File: config.mk
export PLATFORM = sky130hd
export DESIGN_NAME = output_scaler
export DESIGN_NICKNAME = d
export VERILOG_FILES = /design/src/hw/mix_pkg.sv /design/src/hw/output_scaler.sv
export SDC_FILE = /design/constraint.sdc
export NUM_CORES = 1
export LEC_CHECK = 0
export ABC_CLOCK_PERIOD_IN_PS = 5000
export BUFFER_PORTS_ARGS = -buffer_cell sky130_fd_sc_hd__buf_2
export CORE_ASPECT_RATIO = 2
export CORE_UTILIZATION = 40
export DETAILED_ROUTE_END_ITERATION = 8
export PLACE_DENSITY = 0.67
export SYNTH_ARGS = -nofsm -noshare
export SYNTH_HDL_FRONTEND = slang
export SYNTH_SLANG_ARGS = --single-unit
File: constraint.sdc
create_clock -name vclk -period 5
set_input_delay 0.25 -clock vclk [all_inputs]
set_output_delay 0.25 -clock vclk [all_outputs]
set_load 0.005 [all_outputs]
File: src/hw/mix_pkg.sv
`default_nettype none

package mix_pkg;

    // ----------------------------------------
    // sizes
    // ----------------------------------------
    // channel count, the sum tree is built around five
    localparam int NCH = 5;

    // raw adc word, offset binary
    typedef logic        [11:0] adc_word_t;
    // two's complement input sample
    typedef logic signed [11:0] in_sample_t;
    // one channel sample
    typedef logic signed [15:0] sample_t;
    // unsigned gain, 30 fractional bits by default
    typedef logic        [31:0] gain_t;
    // adder tree result, 16 bits plus three growth bits
    typedef logic signed [18:0] sum_t;
    // dac value, signed before formatting, offset binary after
    typedef logic        [13:0] dac_word_t;
    // final right shift amount
    typedef logic        [2:0]  shift_t;

    // ----------------------------------------
    // select codes
    // ----------------------------------------
    // captured input source, code 1 was the nco
    typedef enum logic [1:0] {
        IN_ADC      = 2'd0,
        IN_NONE     = 2'd1,
        IN_FEEDBACK = 2'd2,
        IN_RAMP     = 2'd3
    } input_sel_t;

    // channel source, codes 2 and 3 give zero
    typedef enum logic [1:0] {
        SRC_GAIN = 2'd0,
        SRC_CPU  = 2'd1,
        SRC_NONE = 2'd2
    } src_sel_t;

    // dac1 source
    typedef enum logic [1:0] {
        D1_CH0    = 2'd0,
        D1_CH4    = 2'd1,
        D1_NONE   = 2'd2,
        D1_SYSTEM = 2'd3
    } dac1_sel_t;

    // dac2 source
    typedef enum logic [1:0] {
        D2_CH1  = 2'd0,
        D2_CH2  = 2'd1,
        D2_CH3  = 2'd2,
        D2_SRC0 = 2'd3
    } dac2_sel_t;

    // ----------------------------------------
    // buses
    // ----------------------------------------
    // static configuration, 11 bits
    typedef struct packed {
        input_sel_t input_sel;
        src_sel_t   src_sel;
        dac1_sel_t  dac1_sel;
        dac2_sel_t  dac2_sel;
        shift_t     final_shift;
    } mix_cfg_t;

    typedef sample_t [NCH-1:0] ch_samples_t;
    typedef gain_t   [NCH-1:0] ch_gains_t;

endpackage

`default_nettype wire

File: src/hw/output_scaler.sv
`default_nettype none

module output_scaler
    import mix_pkg::*;
(
    input  sum_t      i_sum,
    input  shift_t    i_final_shift,
    output dac_word_t o_system
);

    // ----------------------------------------
    // round and shift
    // ----------------------------------------
    // half an lsb of the chosen shift
    sum_t round_inc;
    sum_t rounded;
    sum_t shifted;

    always_comb begin
        round_inc = '0;
        rounded   = i_sum;
        shifted   = i_sum;
        // zero shift passes straight through
        if (i_final_shift != 3'd0) begin
            round_inc = sum_t'(19'sd1 <<< (i_final_shift - 3'd1));
            rounded   = i_sum + round_inc;
            shifted   = rounded >>> i_final_shift;
        end
    end

    // ----------------------------------------
    // saturate to 14 bits
    // ----------------------------------------
    // clamp to -8192 .. +8191
    always_comb begin
        if (shifted > 19'sd8191) begin
            o_system = 14'h1fff;
        end else if (shifted < -19'sd8192) begin
            o_system = 14'h2000;
        end else begin
            o_system = shifted[13:0];
        end
    end

endmodule

`default_nettype wire

### Word-level counts from Yosys, hierarchy flattened

Cells that the tools add are included.

| storage, ports and cells | value |
|---|---|
| register bits after elaboration | 0 |
| output and inout port bits | 14 |
| logic and storage cells | 10 |

| operators by class | value |
|---|---|
| reductions and logical operators | 1 |
| $lt $le $gt $ge | 2 |
| add/subtract/negate cells | 2 |
| shift operators | 2 |
| muxes and demuxes | 3 |

Operator list:

| operator | number |
|---|---|
| 14-bit 2-to-1 mux | 2 |
| 19-bit adder | 1 |
| 19-bit by 14-bit > comparator with 1-bit output (second input constant) | 1 |
| 19-bit by 14-bit < comparator with 1-bit output (second input constant) | 1 |
| 19-bit 2-to-1 mux | 1 |
| 2-bit by 3-bit <<< shifter with 19-bit output (first input constant) | 1 |
| 19-bit by 3-bit >>> shifter with 19-bit output | 1 |
| 3-bit nonzero test | 1 |
| 3-bit by 1-bit subtractor with 3-bit output (second input constant) | 1 |

### Logic depth before layout (Yosys ltp)

| logic depth | value |
|---|---|
| word-level depth | 8 |
| gate-level depth with buffers | 19 |
| mapped depth without buffers | 15 |

### Worst setup path before layout

Ideal clock, no wire load.

| timing | value |
|---|---|
| kind | in2out |
| start | input port i_final_shift[2] |
| end | output port o_system[12] |
| stages | 19 |
| arrival time | 3994 ps |
| slack | 756 ps |
| cells stage by stage | clkbuf_1 inv_2 buf_1 ha_1 nor3b_1 ha_1 inv_1 fa_1 nand2b_1 a21oi_2 o21ai_2 buf_4 o31a_1 a22oi_1 o221ai_2 nor3_1 a31oi_1 buf_6 o21ai_1 |

| between the ends | value |
|---|---|
| cells in the longest elaborated chain, start to end | 8 |
| elaborated cells between the ends (all ways) | 10 |

RTL lines:

| element | line | text |
|---|---|---|
| from (decl) | output_scaler.sv:7 | `input shift_t i_final_shift,` |
| 3-bit by 1-bit subtractor with 3-bit output | output_scaler.sv:25 | `round_inc = sum_t'(19'sd1 <<< (i_final_shift - 3'd1));` |
| 2-bit by 3-bit <<< shifter with 19-bit output | output_scaler.sv:25 |  |
| 19-bit adder | output_scaler.sv:26 | `rounded = i_sum + round_inc;` |
| 19-bit by 3-bit >>> shifter with 19-bit output | output_scaler.sv:27 | `shifted = rounded >>> i_final_shift;` |
| 19-bit 2-to-1 mux (*) | output_scaler.sv:24 | `if (i_final_shift != 3'd0) begin` |
| 19-bit by 14-bit < comparator with 1-bit output | output_scaler.sv:38 | `end else if (shifted < -19'sd8192) begin` |
| 14-bit 2-to-1 mux | output_scaler.sv:38 |  |
| 14-bit 2-to-1 mux (*) | output_scaler.sv:36 | `if (shifted > 19'sd8191) begin` |
| to (decl) | output_scaler.sv:8 | `output dac_word_t o_system` |

Mark *: on every way between the ends. The rest lies on a longest branch, timed or not.

### Final worst setup path

| timing | value |
|---|---|
| start | input port i_final_shift[0] |
| end | output port o_system[4] |

Same word-level chain as after synthesis.

==> flow_metrics.tcl <==
set metrics [dict create \
    netlist_area_um2 1846 \
    nets 332 \
    worst_ep_arrival_time_ns 4.36 \
    met3_length_um 189 \
    holdCritPathClass "in2out" \
    grt_pass1_wl_mm 9.949 \
    grt_setup_unrepaired "false" \
    antenna_found_initial 0 \
    yosys_warnings 0 \
    critPathKind "in2out" \
    drive_above_1_share_pct 23.31 \
    seq_cell_count 0 \
    hold_violations 0 \
    dpl_worst_slack_ns 0.3143 \
    final_util_pct 46.43 \
    dp.final_hpwl_mm 4.887 \
    drt_pre_antenna_iters 4 \
    ys_top_cells_by_area "nand2_1 7.9%, ha_1 7.5%, a21oi_1 6.5%" \
    routedWlPerCell_um 17.40 \
    fin_area_um2 2034 \
    netlist.area_leader.share_pct 7.932 \
    area_growth_pct 10.24 \
    clockBufferCount 0 \
    grt_max_degree 50 \
    drc 0 \
    wl_met2_mm 3.220 \
    synth_nets 311 \
    start_util_pct 42.12 \
    worstPathMaxFanout 13 \
    placed_area_um2 2028 \
    placementRows 34 \
    dieArea_um2 4906 \
    ir_drop_mv 0.06451 \
    drt-vias-per-instance 6.320 \
    seq_area_frac_synth_pct 0 \
    post_cts_buffers 0 \
    yosysTopAreaCell "nand2_1" \
    die_w_um 50.03 \
    worst_slew_pin_slew_ns 0.7011 \
    n_fill_cell 475 \
    avgSynthCellArea_um2 6.663 \
    grt_overflow_total 0 \
    highest_layer "met4" \
    core_um2 4382 \
    timing.final.crit_share_pct 92.16 \
    slew_headroom_pct 52.67 \
    cellPowerDensity_nw_per_um2 102.0 \
    dr.first_iter.drc_count 43 \
    finalMaxSlewViolations 0 \
    status "complete, no violations" \
    fmax_mhz 217.0 \
    drtAntennaViolNets 0 \
    start_kind "primary input" \
    dr_total_vias 2212 \
    critPathRequiredTime_ns 4.75 \
    numPortBuffers 36 \
    track_usage_pct 25.54 \
    power_mw 0.2075 \
    first_global_vias 2158 \
    synthDistinctLibCells 63 \
    setup_ws_ns 0.3921 \
    die_h_um 98.06 \
    p_leak_nw 0.8541 \
    insertedDiodeCount 0 \
    tns_ns 0 \
    synthCells 277 \
    pin_count 36 \
    routed_wl_mm 6.090 \
    period_minus_slack_ns 4.608 \
    m1WireLength_mm 2.135 \
    crit_path_end_kind "output pin" \
    gp_congestion 0.9751 \
    seq_area_um2 0 \
    max_cap_violations 0 \
    finalSetupViolCount 0 \
]
logic make-up (layout without fill, tap and decap cells):
kind of cell	after synthesis	after routing	synth area share, %
adders and majority gates	12	12	8.542
AOI/OAI and AO/OA	114	114	42.10
muxes	11	11	9.424
and+or+nand+nor	89	89	23.53
buffers and inverters	35	54	8.406
xor gates and xnor gates	16	16	8.000
cells in the mapped netlist, types with 4 or more instances:
library cell,number
clkbuf_1,12
nor3_1,6
xor2_1,5
nand2_1,39
o21ai_0,17
a21boi_0,4
mux2i_1,5
ha_1,11
o21ai_1,9
a31oi_1,8
nand3_1,6
nor2_1,18
o211ai_1,4
o31ai_1,6
mux4_2,5
a21o_1,6
inv_1,11
o21ai_2,5
xnor2_1,10
a21oi_1,24
nand2b_1,4
final cells by class:
cell class,instances,area [µm²],area share (%)
multi-input combinational,242,1697,83.40
timing repair buffer,42,225.2,11.07
tap,54,67.56,3.321
inverter,12,45.04,2.214
layout by cell type (no fill, tap or decap), drive strengths merged, types with 5 or more instances in the layout:
cell type and instances:
a21oi 26, nand2 39, a31oi 8, o211ai 5
mux2i 5, nor2 18, nand3 7, nor3 8
o31ai 6, mux4 5, ha 11, buf 42
xor2 6, inv 12, o21ai 31, xnor2 10
a21o 6
metrics by stage:
stage                     cells  hold WS (ns)
after floorplan             277        0.6379
after global placement      350        0.9051
after detailed placement    350        0.8986
after CTS                   350        0.8997
after global routing        350        0.9807
final                       350        0.9158
power breakdown:
part           internal [mW]  leakage [nW]  switching [mW]
logic                 0.0832         0.854           0.124
clock network              0             0               0
registers                  0             0               0
total                 0.0832         0.854           0.124
layer usage:
metal,track usage [%],up-vias
met5,0,-
met4,19.12,0
met3,1.558,35
met2,46.77,80
met1,25.47,1025
li1,-,1072
path summary, 6_finish.rpt:
check	start	to	slack (ns)	cells after the start
min	i_sum[18]	o_system[13]	0.92	4
max	i_final_shift[0]	o_system[4]	0.39	17
critical path, cell delays in order:
cell	delay, ns
buf_2	0.13
nor2_1	0.28
ha_1	0.24
nor3b_1	0.20
ha_1	0.24
inv_1	0.07
fa_1	0.40
nand2b_1	0.19
a21oi_2	0.19
o21ai_2	0.20
nor3_2	0.30
xor2_1	0.41
mux2i_1	0.18
nor3_1	0.26
a31oi_2	0.31
o31ai_1	0.35
buf_2	0.16
what timing repair did:
item,4_1_cts,5_1_grt
setup endpoints to repair,0,5
resized for setup,0,1
hold buffers,0,0
No activity file was read; power rests on OpenSTA's default activity.
