File: src/hw/mix_pkg.sv
`default_nettype none

package mix_pkg;

    // ----------------------------------------
    // sizes
    // ----------------------------------------
    // channel count, the sum tree is built around five
    localparam int NCH = 5;

    // raw adc word, offset binary
    typedef logic        [11:0] adc_word_t;
    // two's complement input sample
    typedef logic signed [11:0] in_sample_t;
    // one channel sample
    typedef logic signed [15:0] sample_t;
    // unsigned gain, 30 fractional bits by default
    typedef logic        [31:0] gain_t;
    // adder tree result, 16 bits plus three growth bits
    typedef logic signed [18:0] sum_t;
    // dac value, signed before formatting, offset binary after
    typedef logic        [13:0] dac_word_t;
    // final right shift amount
    typedef logic        [2:0]  shift_t;

    // ----------------------------------------
    // select codes
    // ----------------------------------------
    // captured input source, code 1 was the nco
    typedef enum logic [1:0] {
        IN_ADC      = 2'd0,
        IN_NONE     = 2'd1,
        IN_FEEDBACK = 2'd2,
        IN_RAMP     = 2'd3
    } input_sel_t;

    // channel source, codes 2 and 3 give zero
    typedef enum logic [1:0] {
        SRC_GAIN = 2'd0,
        SRC_CPU  = 2'd1,
        SRC_NONE = 2'd2
    } src_sel_t;

    // dac1 source
    typedef enum logic [1:0] {
        D1_CH0    = 2'd0,
        D1_CH4    = 2'd1,
        D1_NONE   = 2'd2,
        D1_SYSTEM = 2'd3
    } dac1_sel_t;

    // dac2 source
    typedef enum logic [1:0] {
        D2_CH1  = 2'd0,
        D2_CH2  = 2'd1,
        D2_CH3  = 2'd2,
        D2_SRC0 = 2'd3
    } dac2_sel_t;

    // ----------------------------------------
    // buses
    // ----------------------------------------
    // static configuration, 11 bits
    typedef struct packed {
        input_sel_t input_sel;
        src_sel_t   src_sel;
        dac1_sel_t  dac1_sel;
        dac2_sel_t  dac2_sel;
        shift_t     final_shift;
    } mix_cfg_t;

    typedef sample_t [NCH-1:0] ch_samples_t;
    typedef gain_t   [NCH-1:0] ch_gains_t;

endpackage

`default_nettype wire

File: src/hw/sum_tree.sv
`default_nettype none

module sum_tree
    import mix_pkg::*;
(
    input  wire         sys_clk,
    input  wire         rst,
    input  ch_samples_t i_sources,
    output sum_t        o_sum
);

    // ----------------------------------------
    // stage 1, pairs at 17 bits
    // ----------------------------------------
    logic signed [16:0] sum01_q;
    logic signed [16:0] sum23_q;
    // channel 4 waits for the pairs
    logic signed [16:0] ch4_d1_q;

    always_ff @(posedge sys_clk or posedge rst) begin
        if (rst) begin
            sum01_q  <= '0;
            sum23_q  <= '0;
            ch4_d1_q <= '0;
        end else begin
            sum01_q  <= i_sources[0] + i_sources[1];
            sum23_q  <= i_sources[2] + i_sources[3];
            ch4_d1_q <= i_sources[4];
        end
    end

    // ----------------------------------------
    // stage 2, quad at 18 bits
    // ----------------------------------------
    logic signed [17:0] sum0123_q;
    logic signed [17:0] ch4_d2_q;

    always_ff @(posedge sys_clk or posedge rst) begin
        if (rst) begin
            sum0123_q <= '0;
            ch4_d2_q  <= '0;
        end else begin
            sum0123_q <= sum01_q + sum23_q;
            ch4_d2_q  <= ch4_d1_q;
        end
    end

    // ----------------------------------------
    // stage 3, final at 19 bits
    // ----------------------------------------
    always_ff @(posedge sys_clk or posedge rst) begin
        if (rst) begin
            o_sum <= '0;
        end else begin
            o_sum <= sum0123_q + ch4_d2_q;
        end
    end

endmodule

`default_nettype wire

File: config.mk
export PLATFORM = sky130hd
export DESIGN_NAME = sum_tree
export DESIGN_NICKNAME = d
export VERILOG_FILES = /design/src/hw/mix_pkg.sv /design/src/hw/sum_tree.sv
export SDC_FILE = /design/constraint.sdc
export NUM_CORES = 1
export LEC_CHECK = 0
export BUFFER_PORTS_ARGS = -buffer_cell sky130_fd_sc_hd__buf_2
export CAP_MARGIN = 20
export CELL_PAD_IN_SITES_DETAIL_PLACEMENT = 0
export CELL_PAD_IN_SITES_GLOBAL_PLACEMENT = 2
export CORE_MARGIN = 2
export CORE_UTILIZATION = 36
export DETAILED_ROUTE_END_ITERATION = 16
export PLACE_DENSITY = 0.83
export SLEW_MARGIN = 40
export SYNTH_ARGS = -nofsm -noshare
export SYNTH_HDL_FRONTEND = slang
export SYNTH_SLANG_ARGS = --single-unit
File: constraint.sdc
create_clock -name sys_clk -period 3.8 [get_ports sys_clk]
set_input_delay 0.76 -clock sys_clk [delete_from_list [all_inputs] [get_ports sys_clk]]
set_output_delay 0.76 -clock sys_clk [all_outputs]
set_load 0.01 [all_outputs]
== Yosys cells after proc, flatten, opt, wreduce, memory -nomap -nowiden ==
Index checks and enable logic that the tools add are counted.

* Output and inout bits: 19
* Flip-flop bits (word level): 103
* Input port bits: 82
* Logic and storage cells: 10

* $add $sub $neg: 4

{| class="wikitable"
|+ Operators by type and width
! cell !! number
|-
| $add 16x16->17 || 2
|-
| $add 18x16->19 || 1
|-
| $add 17x17->18 || 1
|}

== Logic depth before layout (Yosys ltp) ==
* Depth after elaboration: 1
* Mapped depth: 9

== Worst setup path before layout ==
Ideal clock, no wire load.

* Path kind: input-to-reg
* Start: in i_sources[0] (netlist name)
* End: reg sum01_q[16]
* Path buffers: 0
* Arrival: 2,495 ps
* Setup time: 65 ps
* Cell stages on the path: 8
* Path slack: 1,240 ps
* Path through: ha_1 fa_1 a21oi_1 o21ai_1 a21oi_1 o22ai_1 a221oi_2 o221a_2

* Longest elaborated chain between the ends: 1

{| class="wikitable"
|+ Ends and longest elaborated chain
! element !! line !! text
|-
| start, declared || sum_tree.sv:8 || <nowiki>input ch_samples_t i_sources,</nowiki>
|-
| $add 16x16->17 || sum_tree.sv:26 || <nowiki>sum01_q <= i_sources[0] + i_sources[1];</nowiki>
|-
| end signal, assigned || sum_tree.sv:26 ||
|-
| end, declared || sum_tree.sv:15 || <nowiki>logic signed [16:0] sum01_q;</nowiki>
|}

Every way passes these cells.

== Worst setup path after layout ==
Same ends and word-level chain as after synthesis.

==> flow_summary.json <==
{
  "outcome": "completed",
  "hold_viol_final": 0,
  "ctsHtreeMaxLevel": 3,
  "diodes": 0,
  "max-cap-violations": 0,
  "fin_cells": 847,
  "cts_tree": "yes",
  "synth_cell_types": 57,
  "wl_met1_um": 5040,
  "relSlewSlack_pct": 62.3,
  "rows": 45,
  "synth_ff_type": "dfrtp_1",
  "syn_inst": 524,
  "hp-class": "reg -> reg",
  "synth_edf_count": 0,
  "port_buffers": 100,
  "crit_path_end_kind": "register",
  "place.gp.congestion": 0.895,
  "critPathArrivalTime_ns": 2.91,
  "dr_wl_met2_um": 5050,
  "crit_path_frequent_cell": "a21oi_1",
  "synth-seq-area-share_pct": 45.6,
  "wl_met3_um": 522,
  "multiInputGateArea_um2": 2960,
  "grt_first_pass_wirelength_um": 18300,
  "dr_total_vias": 4174,
  "maxSlewViolCount": 0,
  "layout-drive-gt1-share_pct": 20.4,
  "cts_made_buffers": 9,
  "synthArstFlopShare_pct": 100,
  "crit_type": "in -> reg",
  "p_leak_nw": 3.14,
  "postCtsSetupBuffers": 0,
  "dr.pass1.iters": 4,
  "min_period_ns": 2.63,
  "synthesis.area_um2": 5650,
  "die_h_um": 129,
  "post_cts_resized": 0,
  "ys_ff_latch": 103,
  "rsz0062_at_grt": "false",
  "dieArea_um2": 16700,
  "drtIter0Drc": 196,
  "post-place-cells": 831,
  "start_util_pct": 37.0,
  "clkTransAtPathRegs_ns": 0.07,
  "vdd_drop_max_v": 0.000263,
  "drc_errors": 0,
  "seq_area_um2": 2580,
  "worst_pin_slew_ns": 0.565,
  "setup_tns_ns": 0,
  "wl_um": 10900,
  "slowest_delay_ns": 0.40,
  "grt-ovfl-total": 0,
  "synth_nets": 677,
  "ys_warn_count": 0,
  "holdBufCountCts": 0,
  "worst_ep_required_time_ns": 4.08,
  "critPathBufInv": 1,
  "grt_pass1_vias": 4091,
  "crit_family": "compound AO/OA/AOI/OAI gates",
  "clk_path_buf_depth": 2,
  "finClkSkew_ns": 0.00778,
  "fmax_mhz": 381,
  "antenna_found_initial": 0,
  "die_w_um": 129,
  "wl_per_cell_um": 12.8,
  "syn_avg_cell_area_um2": 10.8,
  "grt_max_degree": 89,
  "setup_viol": 0,
  "fin_nets": 784,
  "crit_fanout": 4,
  "area_delta_synth_final_pct": 18.3,
  "io_pins": 101,
  "cts.sink_count": 103,
  "fillerInstances": 1455,
  "finalPower_mw": 4.18,
  "critPathLaunchType": "primary input",
  "dp_hpwl_um": 8520,
  "crit_slowest_cell": "fa_1",
  "top_layer": "met4",
  "core-area_um2": 15300,
  "drtAntennaViolNets": 0,
  "routed_via_density": 4.93,
  "cts-root-buf": "clkbuf_16",
  "powerDensity_nw_per_um2": 626,
  "min_period_over_period_pct": 69.1,
  "crit_chain": "buf_2 -> ha_1 -> fa_1 -> a21oi_1 -> o21ai_1 -> a21oi_1 -> o22ai_1 -> a221oi_2 -> o221a_2",
  "grt.total_usage_pct": 13.9,
  "insertion_delay_ns": 0.35
}
==> final cells by class <==
cell class                 instances  area share, %
timing repair buffer             101           7.60
sequential                       103           38.6
multi-input combinational        395           44.4
inverter                          21           1.29
clock buffer                       9           3.37
tap                              211           3.95
clock inverter                     7          0.824
==> state kept, by name (all words and copies together) (netlist names) <==
name       cells
sum01_q       17
ch4_d1_q      16
sum23_q       17
sum0123_q     18
ch4_d2_q      16
o_sum         19
==> power by group <==
group          switching, mW  internal, mW
clock network          0.415         0.452
registers             0.0892          1.39
logic                   1.01         0.822
total                   1.51          2.67
==> layer usage <==
| layer | track usage, % | up-vias |
|---|---|---|
| li1 | - | 2111 |
| met1 | 18.0 | 1937 |
| met2 | 22.4 | 106 |
| met3 | 3.10 | 20 |
| met4 | 6.33 | 0 |
| met5 | 0 | - |
==> through the flow <==
step           area, µm²  utilization, %  setup slack, ns  hold WS, ns
6_report            6680            43.8             1.17        0.349
3_3_place_gp        6390            41.9            0.877        0.333
2_1_floorplan       5650               -            0.336        0.331
3_5_place_dp        6400            41.9            0.826        0.335
4_1_cts             6680            43.8             1.19        0.352
5_1_grt             6680            43.8             1.11        0.355
==> cells by family (layout without fill, tap and decap cells) <==
family	count (synthesis)	count (layout)	synth area share, %
simple gates	119	119	10.1
compound gates	153	153	18.0
mux	2	2	0.355
flops	103	103	45.6
fa+ha+maj	71	71	16.3
buf+inv	26	138	1.86
xor+xnor	50	50	7.76
==> cell usage in the layout (no fill, tap or decap), drive strengths merged, types with 7 or more instances in the layout <==
master,synthesis,layout
a21oi,52,52
clkbuf,2,9
o21ai,25,25
nor2b,9,9
nor2,39,39
nand2,31,31
xor2,18,18
xnor2,32,32
a21o,14,14
o21a,7,7
inv,21,24
ha,67,67
dfrtp,103,103
buf,2,101
nand3,15,15
o211ai,12,12
==> worst register-to-register path: stages, from the launching register on <==
cell,delay (ns)
dfrtp_1,0.37
ha_1,0.23
inv_1,0.09
fa_1,0.22
nor2b_1,0.07
o31a_1,0.28
o31a_1,0.33
o21ai_1,0.25
nor2b_1,0.19
xnor2_1,0.14
==> worst paths after layout <==
| path | endpoint | cells after the start | start | slack, ns |
|---|---|---|---|---|
| max | sum01_q[16]$_DFF_PP0_ | 9 | i_sources[0] | 1.17 |
| min | ch4_d2_q[14]$_DFF_PP0_ | 0 | ch4_d1_q[14]$_DFF_PP0_ | 0.35 |
| max reg2reg | o_sum[8]$_DFF_PP0_ | 9 | sum0123_q[0]$_DFF_PP0_ | 1.55 |
| min reg2reg | ch4_d2_q[14]$_DFF_PP0_ | 0 | ch4_d1_q[14]$_DFF_PP0_ | 0.35 |
| max in group asynchronous | sum01_q[15]$_DFF_PP0_ | 3 | rst | 2.67 |
| min in group asynchronous | o_sum[1]$_DFF_PP0_ | 2 | rst | 0.49 |
==> synth_stat cells, types with 11 or more instances <==
library cell  instances  area, µm²
nand3_1              14       70.1
inv_1                21       78.8
nor2_1               39        146
a21oi_1              51        255
ha_1                 67        838
a21o_1               14        105
o211ai_1             11       82.6
dfrtp_1             103       2580
o21ai_0              21        105
nand2_1              31        116
xor2_1               18        158
xnor2_1              32        280
Power figures use the tool's default switching activity.
