--- src/hw/mix_pkg.sv ---
`default_nettype none

package mix_pkg;

    // ----------------------------------------
    // sizes
    // ----------------------------------------
    // channel count, the sum tree is built around five
    localparam int NCH = 5;

    // raw adc word, offset binary
    typedef logic        [11:0] adc_word_t;
    // two's complement input sample
    typedef logic signed [11:0] in_sample_t;
    // one channel sample
    typedef logic signed [15:0] sample_t;
    // unsigned gain, 30 fractional bits by default
    typedef logic        [31:0] gain_t;
    // adder tree result, 16 bits plus three growth bits
    typedef logic signed [18:0] sum_t;
    // dac value, signed before formatting, offset binary after
    typedef logic        [13:0] dac_word_t;
    // final right shift amount
    typedef logic        [2:0]  shift_t;

    // ----------------------------------------
    // select codes
    // ----------------------------------------
    // captured input source, code 1 was the nco
    typedef enum logic [1:0] {
        IN_ADC      = 2'd0,
        IN_NONE     = 2'd1,
        IN_FEEDBACK = 2'd2,
        IN_RAMP     = 2'd3
    } input_sel_t;

    // channel source, codes 2 and 3 give zero
    typedef enum logic [1:0] {
        SRC_GAIN = 2'd0,
        SRC_CPU  = 2'd1,
        SRC_NONE = 2'd2
    } src_sel_t;

    // dac1 source
    typedef enum logic [1:0] {
        D1_CH0    = 2'd0,
        D1_CH4    = 2'd1,
        D1_NONE   = 2'd2,
        D1_SYSTEM = 2'd3
    } dac1_sel_t;

    // dac2 source
    typedef enum logic [1:0] {
        D2_CH1  = 2'd0,
        D2_CH2  = 2'd1,
        D2_CH3  = 2'd2,
        D2_SRC0 = 2'd3
    } dac2_sel_t;

    // ----------------------------------------
    // buses
    // ----------------------------------------
    // static configuration, 11 bits
    typedef struct packed {
        input_sel_t input_sel;
        src_sel_t   src_sel;
        dac1_sel_t  dac1_sel;
        dac2_sel_t  dac2_sel;
        shift_t     final_shift;
    } mix_cfg_t;

    typedef sample_t [NCH-1:0] ch_samples_t;
    typedef gain_t   [NCH-1:0] ch_gains_t;

endpackage

`default_nettype wire

--- src/hw/channel_source.sv ---
`default_nettype none

module channel_source
    import mix_pkg::*;
#(
    parameter int GAIN_FRAC = 30
) (
    input  wire      sys_clk,
    input  wire      rst,
    input  sample_t  i_rx_sample,
    input  gain_t    i_gain,
    input  sample_t  i_cpu_sample,
    input  src_sel_t i_src_sel,
    output sample_t  o_source
);

    // ----------------------------------------
    // gain multiply
    // ----------------------------------------
    // gain is unsigned, extend with a zero sign bit
    logic signed [32:0] gain_s;
    logic signed [48:0] product;
    logic signed [48:0] product_shf;
    sample_t            gained;

    assign gain_s      = $signed({1'b0, i_gain});
    assign product     = i_rx_sample * gain_s;
    // drop the fractional bits, keep sign
    assign product_shf = product >>> GAIN_FRAC;
    // low 16 bits only, wraps on overflow
    assign gained      = product_shf[15:0];

    // ----------------------------------------
    // source select
    // ----------------------------------------
    always_ff @(posedge sys_clk or posedge rst) begin
        if (rst) begin
            o_source <= '0;
        end else begin
            case (i_src_sel)
                SRC_GAIN: o_source <= gained;
                SRC_CPU:  o_source <= i_cpu_sample;
                // cpu nco codes, now zero
                default:  o_source <= '0;
            endcase
        end
    end

endmodule

`default_nettype wire

--- config.mk ---
export PLATFORM = sky130hd
export DESIGN_NAME = channel_source
export DESIGN_NICKNAME = d
export VERILOG_FILES = /design/src/hw/mix_pkg.sv /design/src/hw/channel_source.sv
export SDC_FILE = /design/constraint.sdc
export NUM_CORES = 1
export LEC_CHECK = 0
export ABC_AREA = 1
export BUFFER_PORTS_ARGS = -buffer_cell sky130_fd_sc_hd__buf_4
export CAP_MARGIN = 20
export CELL_PAD_IN_SITES_DETAIL_PLACEMENT = 0
export CELL_PAD_IN_SITES_GLOBAL_PLACEMENT = 1
export CORE_MARGIN = 1.5
export CORE_UTILIZATION = 52
export CTS_BUF_LIST = sky130_fd_sc_hd__clkbuf_4
export CTS_CLUSTER_DIAMETER = 200
export DETAILED_ROUTE_END_ITERATION = 7
export GPL_TIMING_DRIVEN = 1
export HOLD_SLACK_MARGIN = 0.1
export PLACE_DENSITY_LB_ADDON = 0.1
export SLEW_MARGIN = 20
export SYNTH_ARGS = -nofsm -noshare
export SYNTH_HDL_FRONTEND = slang
export SYNTH_SLANG_ARGS = --single-unit
--- constraint.sdc ---
create_clock -name sys_clk -period 0.8 [get_ports sys_clk]
set_input_delay 0.2 -clock sys_clk [delete_from_list [all_inputs] [get_ports sys_clk]]
set_output_delay 0.2 -clock sys_clk [all_outputs]
set_load 0.02 [all_outputs]
======== Word level (Yosys, flattened, before mapping) ========
Cells that the tools add are included.
operators by class
  add/subtract/negate cells ............... 0
  $mul .................................... 1
  divide/modulo/power cells ............... 0
  magnitude comparators ................... 0
  equality and inequality tests ........... 1
  shifts and indexed selects .............. 0
  mux-type cells .......................... 1
  bitwise gates (word level) .............. 0
  reductions and logical operators ........ 1
operators by type and width
  cell                                                                    number
  16-bit by 33-bit multiplier with 46-bit output                          1
  16-bit case mux with 2 select lines                                     1
  2-bit by 1-bit equality test with 1-bit output (second input constant)  1
  2-bit zero test                                                         1
word-level totals
  register bits after elaboration ......... 16
  latch bits .............................. 0
  bits in writable memories ............... 0
  ROM bits ................................ 0
  output and inout port bits .............. 16
  logic and storage cells ................. 5
  memories ................................ 0

======== Logic depth before layout (Yosys ltp) ========
Gate-level depths: netlist of the first run.
  depth in word-level cells ............... 2
  gate-level depth with buffers ........... 28

======== Worst setup path before layout of the first run ========
Ideal clock, no wire load.
  path kind ............................... input-to-reg
  start ................................... in i_gain[29]
  end ..................................... reg o_source[14]
  setup time .............................. 118 ps
  arrival time ............................ 5,173 ps
  data required time ...................... 682 ps
  slack ................................... -4,491 ps
  stages .................................. 26
  buffers on the path ..................... 2
  cell sequence ........................... clkbuf_1 -> clkbuf_1 -> nand2_1 -> fa_1 -> inv_1 -> fa_1 -> inv_1 -> fa_1 -> inv_1 -> fa_1 -> fa_1 -> inv_1 -> fa_1 -> inv_1 -> ha_1 -> nand2_2 -> nor2_2 -> inv_2 -> nor2_2 -> nand2_1 -> nor3_2 -> nand2_1 -> nand3_1 -> nand2_1 -> nand3_1 -> nand2_1
between the ends
  word-level cells in the longest chain between the ends .. 2
ends and longest elaborated chain
  item                                            line                  source
  from (decl)                                     channel_source.sv:11  input gain_t i_gain,
  16-bit by 33-bit multiplier with 46-bit output  channel_source.sv:27  assign product = i_rx_sample * gain_s;
  16-bit case mux with 2 select lines             channel_source.sv:40  case (i_src_sel)
  to (signal assigned)                            channel_source.sv:41  SRC_GAIN: o_source <= gained;
  to (signal assigned)                            channel_source.sv:42  SRC_CPU: o_source <= i_cpu_sample;
  to (decl)                                       channel_source.sv:14  output sample_t o_source
No other way between the ends.

======== Worst setup path in the final report of the first run ========
  start ................................... in i_rx_sample[4]
  end ..................................... reg o_source[11]
between the ends
  word-level cells in the longest chain between the ends .. 2
ends and longest elaborated chain
  item                                            line                  source
  from (decl)                                     channel_source.sv:10  input sample_t i_rx_sample,
  16-bit by 33-bit multiplier with 46-bit output  channel_source.sv:27
  16-bit case mux with 2 select lines             channel_source.sv:40
No other way between the ends.

==> results.yml, run 1 <==
routing:
  route.met3.wl_um: 2600
  post-route-drc-count: 0
  vias: 15500
  vias_per_cell: 4.93
  met1_length_um: 21400
  ant_nets: 0
  drt_wl_total_um: 50100
  firstDrtPassIters: 7
  drt_iter0_drc: 902
  wl_met2_um: 25000
  wl_per_cell_um: 15.9
  highest_layer: "met4"
global_route:
  track_usage_pct: 29.7
  antenna_found_initial: 0
  grt_max_degree: 24
  gr-total-overflow: 0
  first_global_vias: 16400
  grt_pass1_wl_um: 83300
yosys:
  synthMuxAreaShare_pct: 0
  ys_types: 29
  synth-adder-area-share_pct: 55.5
  ys_seq_area_share_pct: 2.22
  synth_top_family_by_area: "adder cells"
  synthSimpleGateAreaFrac_pct: 20.2
  syn_inst: 2498
  avgSynthCellArea_um2: 7.22
  syn-num-nets: 3116
  syn_area_um2: 18000
  ys_ff_latch: 16
  synth_compound_area_share_pct: 2.69
  synth_xor_area_share_pct: 0.194
  ys_warn_count: 0
cells_and_area:
  final_area_um2: 21900
  drive_gt1_share_pct: 18.6
  antenna_cells: 0
  top_register: "o_source"
  fill_cells: 3156
  biggestRegsByFlops: "o_source x16"
  largest_reg_flops: 16
  nets: 3313
  area_growth_pct: 21.4
floorplanning:
  dieArea_um2: 35800
  die_y_um: 189
  rows: 68
  start_util_pct: 52.5
  core_um2: 34400
  pin_count: 84
  dieWidth_um: 189
sta:
  hold_viol: 0
  whs_ns: 0.102
  rsz0062_at_grt: "yes"
  finalMaxSlewViolations: 0
  timing.fmax_mhz: 199
  worst_slew_pin_slew_ns: 0.415
  fin_crit_ns: 5.02
  setup_viol: 32
  worst_slack_ns: -4.22
  relSlewSlack_pct: 72.0
  timing.final.crit_share_pct: 627
run_status:
  failed_checks: "setup timing"
  outcome: "complete, but fails checks"
critical_path:
  cp_slowest_cell: "fa_1"
  max_stage_delay_ns: 0.56
  critPathKind: "in -> reg"
  cpMostUsedCell: "fa_1"
  arrival_ns: 5.22
  end_kind: "flip-flop"
  critPathLaunchType: "primary input"
  worstPathRequired_ns: 1.01
  crit_family: "adder cells"
  critPathBufInv: 8
  cp_max_fo: 18
placed_design:
  hpwl_um: 44400
  dp_slack_ns: -4.80
  place.gp.congestion: 0.905
  io_buffers: 83
  postPlaceCellArea_um2: 20900
clock_network:
  htree_levels: 1
  numCtsBuffers: 3
  clock_sinks: 16
  cts_max_path_buffers: 2
  cts_tree: "done"
  cts-root-buf: "clkbuf_4"
  clkTransAtPathRegs_ns: 0.11
run:
  maxCapViolations: 0
worst_hold_path:
  min_from: "i_cpu_sample[4]"
  worstHoldPathType: "in -> reg"
  whs_path_depth: 3
  hold_end: "o_source[4]"
## metrics by stage
step / util [%] / std cells / TNS [ns]
floorplan: - / 2498 / -64.20
global placement: 60.8 / 3127 / -74.04
detailed placement: 60.8 / 3127 / -74.37
CTS: 63.0 / 3147 / -70.09
global route: 63.7 / 3148 / -73.84
finish: 63.7 / 3148 / -69.92
## repair_timing
item,4_1_cts,5_1_grt
pin swaps,42,26
buffers inserted,6,1
resized for setup,149,67
endpoints found under the hold margin,26,0
hold buffers,11,0
gates cloned,0,0
setup endpoints to repair,32,32
## layer usage
| layer | track usage, % | vias up |
|---|---|---|
| met4 | 6.62 | 0 |
| li1 | - | 7308 |
| met1 | 40.2 | 7700 |
| met2 | 52.1 | 430 |
| met5 | 0 | - |
| met3 | 2.54 | 75 |
## synth_stat cells
master	n	area share (%)
a21boi_0	1	0.042
a21oi_1	52	1.4
and2_1	4	0.14
buf_2	2	0.056
clkbuf_1	101	2.1
clkinv_1	1	0.021
dfrtp_1	16	2.2
fa_1	417	46
ha_1	133	9.2
inv_1	808	17
inv_2	9	0.19
nand2_1	721	15
nand2_2	3	0.10
nand3_1	44	1.2
nand3b_1	1	0.042
nand4_1	16	0.56
nor2_1	94	2.0
nor2_2	10	0.35
nor3_1	3	0.083
nor3_2	5	0.28
nor4_1	1	0.035
o21a_1	1	0.042
o21ai_0	26	0.72
o21ai_1	7	0.19
o21bai_1	6	0.25
or2_1	1	0.035
or2_2	11	0.38
xnor2_1	2	0.097
xor2_1	2	0.097
## logic make-up after synthesis
group	after synthesis
XOR/XNOR	4
adder cells (fa/ha/maj)	550
AO/OA/AOI/OAI	93
buffers and inverters	921
flip-flops	16
AND/OR/NAND/NOR	914
## placed cells by master, fill, tap and decap left out, drive strengths merged
master         n
dfrtp         16
nand2        724
a21boi         1
nand4         16
clkinv         1
nand3         44
xor2           2
xnor2          2
and2           4
fa           417
buf          284
a21oi         52
o21ai         33
or2           12
o21bai         6
nor4           1
nor2         104
nor3           8
clkbuf         3
o21a           1
dlygate4sd3   11
inv          817
nand3b         1
ha           133
## tightest hold or removal path, delay by kind of cell
kind / cells / cell delay (ns)
AND/OR/NAND/NOR: 2 / 0.11
buffers and inverters: 1 / 0.07
## layout make-up
type / instances / area, um2 / area share [%]
multi-input cells: 1561 / 15200 / 69.3
inverters: 818 / 3070 / 14.0
repair buffers: 295 / 2650 / 12.1
well taps: 455 / 569 / 2.60
flip-flops and latches: 16 / 400 / 1.83
clock buffers: 3 / 22.5 / 0.103
## worst max-delay path by stage
stage,to,cells past startpoint,start
after global placement,o_source[11],25,i_rx_sample[1]
after global routing,o_source[13],27,i_gain[14]
after CTS,o_source[11],26,i_gain[22]
final,o_source[11],25,i_rx_sample[4]
after detailed placement,o_source[11],25,i_rx_sample[4]
after floorplan,o_source[12],26,i_gain[29]
Power of run 1 is not shown: default switching activity piles up to over one toggle a cycle in this logic, so the estimate is an artifact.
==> run 2: changes to the inputs <==
- SETUP_SLACK_MARGIN: unset -> 0.3
- SLEW_MARGIN: 20 -> 25
==> results.yml, run 2 (synthesis results as in run 1) <==
run_status:
  outcome: "complete, but fails checks"
  failed_checks: "hold timing, setup timing"
sta:
  setup_viol: 32
  timing.final.crit_share_pct: 627
  fin_crit_ns: 5.02
  relSlewSlack_pct: 72.3
  hold_viol: 16
  finalMaxSlewViolations: 0
  rsz0062_at_grt: "yes"
  worst_slack_ns: -4.22
  whs_ns: -0.102
  fin_setup_tns_ns: -69.77
  timing.fmax_mhz: 199
  worst_slew_pin_slew_ns: 0.411
clock_network:
  cts_max_path_buffers: 2
  clkTransAtPathRegs_ns: 0.12
  htree_levels: 1
  clock_sinks: 16
  cts-root-buf: "clkbuf_4"
  numCtsBuffers: 3
  cts_tree: "done"
cells_and_area:
  top_register: "o_source"
  fin_util_pct: 63.9
  final_area_um2: 22000
  multi_input_area_um2: 15300
  final_common_cell: "inv_1"
  fill_cells: 3145
  regArea_um2: 400
  antenna_cells: 0
  area_growth_pct: 21.9
  biggestRegsByFlops: "o_source x16"
  final_cell_mix: "inv_1 (789), nand2_1 (669), fa_1 (405)"
  drive_gt1_share_pct: 19.4
  largest_reg_flops: 16
  nets: 3306
global_route:
  first_global_vias: 16400
  gr-total-overflow: 0
  grt_max_degree: 24
  antenna_found_initial: 0
  grt_pass1_wl_um: 83200
  track_usage_pct: 29.7
critical_path:
  worstPathRequired_ns: 1.01
  arrival_ns: 5.22
  cp_max_fo: 16
  critPathKind: "in -> reg"
  critPathLaunchType: "primary input"
  end_kind: "flip-flop"
routing:
  vias: 15600
  drt_iter0_drc: 897
  firstDrtPassIters: 5
  drt_wl_total_um: 50600
  ant_nets: 0
  vias_per_cell: 4.96
  post-route-drc-count: 0
  wl_per_cell_um: 16.1
floorplanning:
  start_util_pct: 52.5
  rows: 68
  dieArea_um2: 35800
  die_y_um: 189
  core_um2: 34400
  dieWidth_um: 189
  pin_count: 84
placed_design:
  postPlaceCellArea_um2: 20900
  dp_slack_ns: -4.80
  place.gp.congestion: 0.905
  hpwl_um: 44400
  io_buffers: 83
run:
  maxCapViolations: 0
worst_hold_path:
  worstHoldPathType: "in -> async"
[run 2: routing by layer]
layer  vias up  share of wire (%)  GRT usage (%)
li1       7291                  -              -
met1      7757                 42           40.2
met2       449                 50           52.0
met3        86                5.2           2.54
met4         0                2.7           6.56
met5         -                  0              0
[run 2: stage by stage]
stage	instances	hold slack, ns
6_report	3141	-0.102
5_1_grt	3141	-0.0907
4_1_cts	3136	-0.0969
3_5_place_dp	3127	0.246
3_3_place_gp	3127	0.237
2_1_floorplan	2498	0.114
[run 2: final cells by class]
type	instances	share of cell area (%)
multi-input combinational	1561	69.5
tap	455	2.59
clock buffer	3	0.102
sequential	16	1.82
timing repair buffer	288	12.0
inverter	818	14.0
[run 2: worst paths after layout]
| path | start | to | slack [ns] | cells after the start |
|---|---|---|---|---|
| min in group sys_clk | i_cpu_sample[12] | o_source[12] | 0.08 | 3 |
| max | i_gain[9] | o_source[11] | -4.22 | 22 |
| max in group asynchronous | rst | o_source[8] | 0.71 | 3 |
| min | rst | o_source[0] | -0.10 | 3 |
[run 2: repair_timing]
item	4_1_cts	5_1_grt
pin swaps	42	30
setup endpoints to repair	32	32
hold endpoints to repair	26	21
gates resized for setup	149	105
setup buffers	6	4
gates cloned	0	1
[run 2: critical path: stages]
cell	delay, ns
buf_4	0.24
nand2_1	0.12
fa_1	0.54
inv_1	0.05
fa_1	0.58
fa_1	0.46
fa_1	0.51
fa_1	0.52
inv_1	0.05
fa_1	0.48
inv_1	0.06
ha_4	0.29
nand2_1	0.08
buf_4	0.17
nor2_4	0.14
nand2_1	0.12
nor3_2	0.18
nand2_1	0.11
nand3_1	0.10
nand2_1	0.07
nand3_2	0.09
nand2_1	0.05
Power of run 2 is left out for the same reason.
