### config.mk
export PLATFORM = sky130hd
export DESIGN_NAME = dac_formatter
export DESIGN_NICKNAME = d
export VERILOG_FILES = /design/src/hw/mix_pkg.sv /design/src/hw/dac_formatter.sv
export SDC_FILE = /design/constraint.sdc
export NUM_CORES = 1
export LEC_CHECK = 0
export ABC_CLOCK_PERIOD_IN_PS = 800
export BUFFER_PORTS_ARGS = -buffer_cell sky130_fd_sc_hd__buf_2
export CORE_ASPECT_RATIO = 1.5
export CORE_MARGIN = 10
export CORE_UTILIZATION = 35
export CTS_CLUSTER_SIZE = 10
export DETAILED_ROUTE_END_ITERATION = 8
export PLACE_DENSITY = 0.83
export SLEW_MARGIN = 10
export SYNTH_ARGS = -nofsm -noshare
export SYNTH_HDL_FRONTEND = slang
export SYNTH_SLANG_ARGS = --single-unit
export TNS_END_PERCENT = 50
### constraint.sdc
create_clock -name sys_clk -period 0.8 [get_ports sys_clk]
set_input_delay 0.04 -clock sys_clk [delete_from_list [all_inputs] [get_ports sys_clk]]
set_output_delay 0.04 -clock sys_clk [all_outputs]
set_load 0.005 [all_outputs]
### src/hw/mix_pkg.sv
`default_nettype none

package mix_pkg;

    // ----------------------------------------
    // sizes
    // ----------------------------------------
    // channel count, the sum tree is built around five
    localparam int NCH = 5;

    // raw adc word, offset binary
    typedef logic        [11:0] adc_word_t;
    // two's complement input sample
    typedef logic signed [11:0] in_sample_t;
    // one channel sample
    typedef logic signed [15:0] sample_t;
    // unsigned gain, 30 fractional bits by default
    typedef logic        [31:0] gain_t;
    // adder tree result, 16 bits plus three growth bits
    typedef logic signed [18:0] sum_t;
    // dac value, signed before formatting, offset binary after
    typedef logic        [13:0] dac_word_t;
    // final right shift amount
    typedef logic        [2:0]  shift_t;

    // ----------------------------------------
    // select codes
    // ----------------------------------------
    // captured input source, code 1 was the nco
    typedef enum logic [1:0] {
        IN_ADC      = 2'd0,
        IN_NONE     = 2'd1,
        IN_FEEDBACK = 2'd2,
        IN_RAMP     = 2'd3
    } input_sel_t;

    // channel source, codes 2 and 3 give zero
    typedef enum logic [1:0] {
        SRC_GAIN = 2'd0,
        SRC_CPU  = 2'd1,
        SRC_NONE = 2'd2
    } src_sel_t;

    // dac1 source
    typedef enum logic [1:0] {
        D1_CH0    = 2'd0,
        D1_CH4    = 2'd1,
        D1_NONE   = 2'd2,
        D1_SYSTEM = 2'd3
    } dac1_sel_t;

    // dac2 source
    typedef enum logic [1:0] {
        D2_CH1  = 2'd0,
        D2_CH2  = 2'd1,
        D2_CH3  = 2'd2,
        D2_SRC0 = 2'd3
    } dac2_sel_t;

    // ----------------------------------------
    // buses
    // ----------------------------------------
    // static configuration, 11 bits
    typedef struct packed {
        input_sel_t input_sel;
        src_sel_t   src_sel;
        dac1_sel_t  dac1_sel;
        dac2_sel_t  dac2_sel;
        shift_t     final_shift;
    } mix_cfg_t;

    typedef sample_t [NCH-1:0] ch_samples_t;
    typedef gain_t   [NCH-1:0] ch_gains_t;

endpackage

`default_nettype wire

### src/hw/dac_formatter.sv
`default_nettype none

module dac_formatter
    import mix_pkg::*;
(
    input  wire         sys_clk,
    input  wire         rst,
    input  ch_samples_t i_rx_samples,
    input  sample_t     i_source0,
    input  dac_word_t   i_system,
    input  dac1_sel_t   i_dac1_sel,
    input  dac2_sel_t   i_dac2_sel,
    output dac_word_t   o_dac1_code,
    output dac_word_t   o_dac2_code
);

    // offset binary midscale
    localparam dac_word_t MIDSCALE = 14'd8192;

    // ----------------------------------------
    // source select, signed 14-bit
    // ----------------------------------------
    dac_word_t dac1_in;
    dac_word_t dac2_in;

    always_comb begin
        case (i_dac1_sel)
            D1_CH0:    dac1_in = i_rx_samples[0][15:2];
            D1_CH4:    dac1_in = i_rx_samples[4][15:2];
            D1_SYSTEM: dac1_in = i_system;
            // was the nco, zero reads as midscale
            default:   dac1_in = '0;
        endcase
    end

    always_comb begin
        case (i_dac2_sel)
            D2_CH1:  dac2_in = i_rx_samples[1][15:2];
            D2_CH2:  dac2_in = i_rx_samples[2][15:2];
            D2_CH3:  dac2_in = i_rx_samples[3][15:2];
            default: dac2_in = i_source0[15:2];
        endcase
    end

    // ----------------------------------------
    // offset binary registers
    // ----------------------------------------
    // add midscale, wraps mod 2^14
    always_ff @(posedge sys_clk or posedge rst) begin
        if (rst) begin
            o_dac1_code <= MIDSCALE;
            o_dac2_code <= MIDSCALE;
        end else begin
            o_dac1_code <= dac1_in + MIDSCALE;
            o_dac2_code <= dac2_in + MIDSCALE;
        end
    end

endmodule

`default_nettype wire

### Yosys cells after proc, flatten, opt, wreduce, memory -nomap -nowiden

Index checks and enable logic that the tools add are counted.
Widths: inputs -> output; s select.

| cells by class | value |
|---|---|
| equal/unequal tests | 4 |
| muxes and demuxes | 2 |
| reduce and logical (&&, ||, !) cells | 2 |
| add/subtract/negate cells | 2 |

Operators by type and width:

| cell | number |
|---|---|
| $pmux 14 s3 | 2 |
| $add 14x14->14 const B | 2 |
| $eq 2x1->1 const B | 2 |
| $eq 2x2->1 const B | 2 |
| $logic_not 2->1 | 2 |

| storage, ports and cells | value |
|---|---|
| logic and storage cells | 12 |
| output and inout bits | 28 |
| bits in registers | 28 |

### Logic depth before layout (Yosys ltp)

Gate-level depths: netlist of the first run.

| logic depth | value |
|---|---|
| depth in word-level cells | 3 |
| gate-level depth with buffers | 4 |
| gate-level depth less buffers | 2 |

### Worst setup path after synthesis of the first run

Ideal clock, no wire load.

| path | value |
|---|---|
| path type | input-to-reg |
| from | input i_dac2_sel[0] |
| to | register o_dac2_code[0] |
| setup slack | -94 ps |
| stages | 3 |
| setup time | 139 ps |
| data arrival time | 755 ps |
| cells stage by stage | buf_6 > buf_12 > mux4_2 |

| between the ends | value |
|---|---|
| longest elaborated chain between the ends | 3 |

RTL lines:

| element | RTL line | source |
|---|---|---|
| start, declared | dac_formatter.sv:12 | `input dac2_sel_t i_dac2_sel,` |
| $eq 2x2->1 (tied with other cells) | dac_formatter.sv:37 | `case (i_dac2_sel)` |
| $pmux 14 s3 * | dac_formatter.sv:37 |  |
| net dac2_in[0] | dac_formatter.sv:24 | `dac_word_t dac2_in;` |
| $add 14x14->14 * | dac_formatter.sv:55 | `o_dac2_code <= dac2_in + MIDSCALE;` |
| end signal, assigned | dac_formatter.sv:55 |  |
| end, declared | dac_formatter.sv:14 | `output dac_word_t o_dac2_code` |

The timed path passes the listed nets; every way through them passes the cells marked *.

### Worst setup path in the final report of the first run

| path | value |
|---|---|
| from | register o_dac1_code[13] |
| to | output o_dac1_code[13] |

RTL lines:

| element | RTL line | source |
|---|---|---|
| start, declared | dac_formatter.sv:13 | `output dac_word_t o_dac1_code,` |
| start signal, assigned | dac_formatter.sv:54 | `o_dac1_code <= dac1_in + MIDSCALE;` |

No word-level cell between the ends.

==> results of run 1 <==
-- sequential cells by signal, summed over array words and instances, names as in the netlist --
name and count:
o_dac1_code 14, o_dac2_code 14
-- routing by layer --
layer	routed length, um	track usage [%]
met3	790	9.220
met4	0	1.345
met1	1725	13.90
met5	0	0
met2	2679	25.93
-- worst paths after layout --
path,cells past startpoint,to,slack (ns),start
max,1,o_dac1_code[13],-0.13,o_dac1_code[13]
min,3,o_dac1_code[13],0.02,i_rx_samples[79]
max in group asynchronous,4,o_dac2_code[13],0.20,rst
min in group asynchronous,4,o_dac2_code[12],0.37,rst
-- power groups by stage --
| stage | clock network, mW | logic, mW | registers, mW |
|---|---|---|---|
| 2_1_floorplan | 0 | 0.364 | 1.63 |
| 3_3_place_gp | 0 | 0.810 | 1.60 |
| 3_5_place_dp | 0 | 0.830 | 1.61 |
| 4_1_cts | 0.871 | 0.889 | 1.58 |
| 5_1_grt | 0.972 | 0.967 | 1.60 |
| 6_report | 0.847 | 0.881 | 1.58 |
-- through the flow --
stage,cells,worst slack (ns)
after floorplan,80,-0.08344
after global placement,254,-0.3450
after detailed placement,254,-0.3834
after CTS,271,-0.1493
after global routing,272,-0.1714
final,272,-0.1322
-- synth_stat cells, drive strengths merged --
library cell | count | area (sq um)
mux4 | 14 | 330.3
a22oi | 1 | 7.510
mux2 | 14 | 195.2
dfrtp | 26 | 650.6
clkbuf | 1 | 3.750
dfstp | 2 | 52.55
nor2 | 1 | 3.750
inv | 2 | 7.510
a22o | 13 | 113.9
buf | 6 | 66.31
-- layout make-up --
type	instances	area share, %
Clock buffer	4	2.347
Tap cell	45	2.400
Sequential cell	28	29.97
Multi-Input combinational cell	43	27.84
Timing Repair Buffer	150	37.12
Inverter	2	0.3200
-- cell families (layout without fill, tap and decap cells) --
group / Yosys count / in the layout / share of synthesized area, %
mux: 28 / 28 / 36.71
buf+inv: 9 / 156 / 5.419
flops: 28 / 28 / 49.13
simple gates: 1 / 1 / 0.2620
compound gates: 14 / 14 / 8.479
-- timing repair --
| action | in CTS | in global routing |
|---|---|---|
| buffers inserted | 0 | 0 |
| endpoints found under the hold margin | 38 | 1 |
| setup endpoints to repair | 36 | 28 |
| hold buffers | 13 | 1 |
| resized for setup | 2 | 1 |
==> results.ini, run 1 <==
[finish]
final_cell_area_sq_um = 2346
area_growth_pct = 63.90
num-nets-final = 344
regArea_sq_um = 703.2
final_common_cell = buf_2
multi_input_area_sq_um = 653.1
insertedDiodeCount = 0
fillCellCount = 353
final_util_pct = 59.26
drive_gt1_share_pct = 73.57
layout_common_cells = buf_2, dfrtp_1, dlygate4sd3_1

[logic_synthesis]
seq_area_frac_synth_pct = 49.13
synth.ff_latch_count = 28
synth.avg_cell_area_sq_um = 17.89
yosysWarnings = 0
synthCells = 80
syn_area_sq_um = 1431
ys_types = 15
syn_nets = 196

[route]
vias = 1312
drtIter0Drc = 6
wirelength_um = 5195
viasPerCell = 4.824
wl_per_cell_um = 19.10
drt_pre_antenna_iters = 2
drc = 0
drtAntennaViolNets = 0

[global_routing]
grt_max_degree = 29
grt_pass1_wl_um = 8252
overflow = 0
grt_usage_pct = 14.49
antenna_found_initial = 0
grt_pass1_vias = 1602

[outcome]
violations = negative setup slack
status = finished with violations

[worst_setup_path]
end_kind = primary output
arrival_ns = 0.89
cp_slowest_stage_delay_ns = 0.54
cp_top_family = flip-flops
slowest_stage = dfstp_2
path_max_fanout = 1
cp_num_buf_inv = 1
required_ns = 0.76
criticalPathCategory = reg -> out
crit_chain = buf_6
start_kind = flop

[timing]
fmax_mhz = 1073
fin_crit_sh_pct = 116.5
worst_slew_pin_slew_ns = 0.5601
setup_tns_ns = -0.3163
slew_headroom_pct = 62.62
hold_violations = 0
worst_hold_slack_ns = 0.02211
fin_crit_ns = 0.9322
rsz0062_at_grt = true
drv_slew = 0
setup_violations = 11
setup_ws_ns = -0.1322

[clocking]
clock_path_buffers = 2
cts_sinks = 28
numCtsBuffers = 3
tritoncts = done
clkTransAtPathRegs_ns = 0.09
root_buffer = clkbuf_8
ctsHtreeMaxLevel = 1

[power]
ir_worst_vdd_v = 0.0009296
finalPower_mw = 3.309
powerDensity_nw_per_um2 = 1410
switching_share_pct = 22.69
leakagePower_nw = 1.255
p_seq_share_pct = 47.8
p_int_mw = 2.558
combPwrFrac_pct = 26.6
p_clk_share_pct = 25.6
p_sw_mw = 0.7508

[placed_design]
dpl_cell_area_sq_um = 2136
dp_hpwl_um = 4653
gp_congestion = 0.7468
portBuffers = 131

[die]
rows = 28
initial_utilization_pct = 36.16
io_pins = 144
coreArea_sq_um = 3959
die_h_um = 98.33
die_w_um = 72.22
die_area_sq_um = 7101

[flow_run]
cap_violations = 0

[hold_path]
hold_path_class = in -> reg

Note: power is estimated with default switching activity, not from simulation.
==> inputs of run 2 (changes only) <==
CORE_ASPECT_RATIO = default   (was 1.5)
==> run 2 against run 1 <==
  * The run still ends with negative setup slack left
  * Fmax is 1.5% lower
  * Wire length decreased by 1.6%
  * Critical path depth unchanged
  * Sequential share of layout area fell by 0.35 points
  * Non-clock buffer count up 1
  * Flip-flop and latch count unchanged
  * Die area is 0.75% lower
  * Cell area up 1.2%
  * Cell count increased by 2.2%
==> results.ini, run 2 (same netlist as run 1, synthesis figures left out) <==
[outcome]
status = finished with violations  ; unchanged
violations = negative setup slack  ; unchanged

[hold_path]
hold_path_class = in -> reg  ; unchanged
min_to = o_dac1_code[13]  ; unchanged
whs_path_depth = 3  ; unchanged
min_from = i_system[13]  ; was i_rx_samples[79]

[global_routing]
grt_usage_pct = 13.71  ; was 14.49%
grt_max_degree = 19  ; was 29
grt_pass1_wl_um = 7783  ; was 8252 um
overflow = 0  ; unchanged
grt_pass1_vias = 1559  ; was 1602
antenna_found_initial = 0  ; unchanged

[flow_run]
cap_violations = 0  ; unchanged

[die]
io_pins = 144  ; unchanged
initial_utilization_pct = 36.04  ; was 36.16%
coreArea_sq_um = 3971  ; was 3959 sq um
die_area_sq_um = 7048  ; was 7101 sq um
die_h_um = 83.95  ; was 98.33 um
die_w_um = 83.95  ; was 72.22 um
rows = 23  ; was 28

[worst_setup_path]
start_kind = flop  ; unchanged
arrival_ns = 0.91  ; was 0.89 ns
criticalPathCategory = reg -> out  ; unchanged
cp_slowest_stage_delay_ns = 0.54  ; about the same
cp_top_family = flip-flops  ; unchanged
end_kind = primary output  ; unchanged
cp_num_buf_inv = 1  ; unchanged
crit_chain = buf_6  ; unchanged
path_max_fanout = 1  ; unchanged
required_ns = 0.76  ; about the same
slowest_stage = dfstp_2  ; unchanged

[finish]
num-nets-final = 345  ; was 344
final_util_pct = 59.77  ; was 59.26%
largestRegisters = o_dac1_code: 14 flops, o_dac2_code: 14 flops  ; unchanged
final_cell_area_sq_um = 2374  ; was 2346 sq um
drive_gt1_share_pct = 74.12  ; was 73.57%
area_growth_pct = 65.82  ; was 63.90%
final_common_cell = buf_2  ; unchanged
insertedDiodeCount = 0  ; unchanged
layout_common_cells = buf_2, dfrtp_1, a22o_1, dlygate4sd3_1  ; was buf_2, dfrtp_1, dlygate4sd3_1

[clocking]
numCtsBuffers = 3  ; unchanged
root_buffer = clkbuf_8  ; unchanged
clkTransAtPathRegs_ns = 0.10  ; was 0.09 ns
clock_path_buffers = 2  ; unchanged
cts_setup_buffers = 0  ; unchanged
cts_sinks = 28  ; unchanged
tritoncts = done  ; unchanged
ctsHtreeMaxLevel = 1  ; unchanged

[route]
drtIter0Drc = 23  ; was 6
drt_pre_antenna_iters = 4  ; was 2
drc = 0  ; unchanged
vias = 1317  ; was 1312
wirelength_um = 5110  ; was 5195 um
viasPerCell = 4.737  ; was 4.824
wl_per_cell_um = 18.38  ; was 19.10 um
drtAntennaViolNets = 0  ; unchanged

[placed_design]
portBuffers = 131  ; unchanged
gp_congestion = 0.7694  ; was 0.7468
dp_slack_ns = -0.3662  ; was -0.3834 ns
dpl_cell_area_sq_um = 2157  ; was 2136 sq um

[timing]
hold_violations = 0  ; unchanged
slew_headroom_pct = 62.36  ; was 62.62%
worst_hold_slack_ns = 0.01716  ; was 0.02211 ns
fin_crit_sh_pct = 118.4  ; was 116.5%
worst_slew_pin_slew_ns = 0.5640  ; was 0.5601 ns
setup_violations = 18  ; was 11
rsz0062_at_grt = true  ; unchanged
setup_ws_ns = -0.1468  ; was -0.1322 ns
fmax_mhz = 1056  ; was 1073 MHz
fin_crit_ns = 0.9468  ; was 0.9322 ns
drv_slew = 0  ; unchanged

[power]
leakagePower_nw = 1.267  ; was 1.255 nW
finalPower_mw = 3.572  ; was 3.309 mW
ir_worst_vdd_v = 0.0006774  ; was 0.0009296 V
powerDensity_nw_per_um2 = 1505  ; was 1410 nW/um^2

## run 2: stage by stage
step / cells / TNS [ns]
2_1_floorplan: 80 / -1.424
3_3_place_gp: 261 / -7.108
3_5_place_dp: 261 / -7.357
4_1_cts: 277 / -0.6439
5_1_grt: 278 / -1.458
6_report: 278 / -0.4570
## run 2: tightest hold or removal path: cells and delay by family
| kind | cells | cell delay, ns |
|---|---|---|
| compound gates | 1 | 0.06 |
| buf+inv | 1 | 0.07 |
| mux | 1 | 0.12 |
## run 2: final cells by class
class	instances	area [sq um]
timing repair buffer	151	875.8
fill	347	1598
sequential	28	703.2
multi-input combinational	43	653.1
clock inverter	1	30.03
tap	50	62.56
inverter	2	7.507
clock buffer	3	41.29
## run 2: what timing repair did
item                                    4_1_cts  5_1_grt
hold endpoints to repair                     37        1
hold buffers                                 12        1
endpoints found under the setup margin       42       28
resized for setup                             3        0
pin swaps                                     0        0
## run 2: power by group
part	total [mW]	internal, mW	switching, mW
clock	1.11	0.670	0.436
combinational	0.887	0.572	0.315
sequential	1.58	1.55	0.0301
## run 2: how the worst max path moves through the flow
| stage | start | cells past startpoint | slack (ns) | end |
|---|---|---|---|---|
| detailed placement | i_dac1_sel[0] | 3 | -0.37 | o_dac1_code[8] |
| floorplan | i_dac2_sel[0] | 3 | -0.08 | o_dac2_code[0] |
| finish | o_dac1_code[13] | 1 | -0.15 | o_dac1_code[13] |
| global route | o_dac1_code[13] | 1 | -0.18 | o_dac1_code[13] |
| CTS | o_dac1_code[13] | 1 | -0.15 | o_dac1_code[13] |
| global placement | i_dac1_sel[0] | 3 | -0.34 | o_dac1_code[7] |
## run 2: metal layers
metal / vias to the layer above / GRT usage (%) / routed length [um]
li1: 614 / - / -
met1: 639 / 12.87 / 1701
met2: 62 / 26.90 / 2947
met3: 2 / 4.297 / 418
met4: 0 / 4.566 / 42
met5: - / 0 / 0
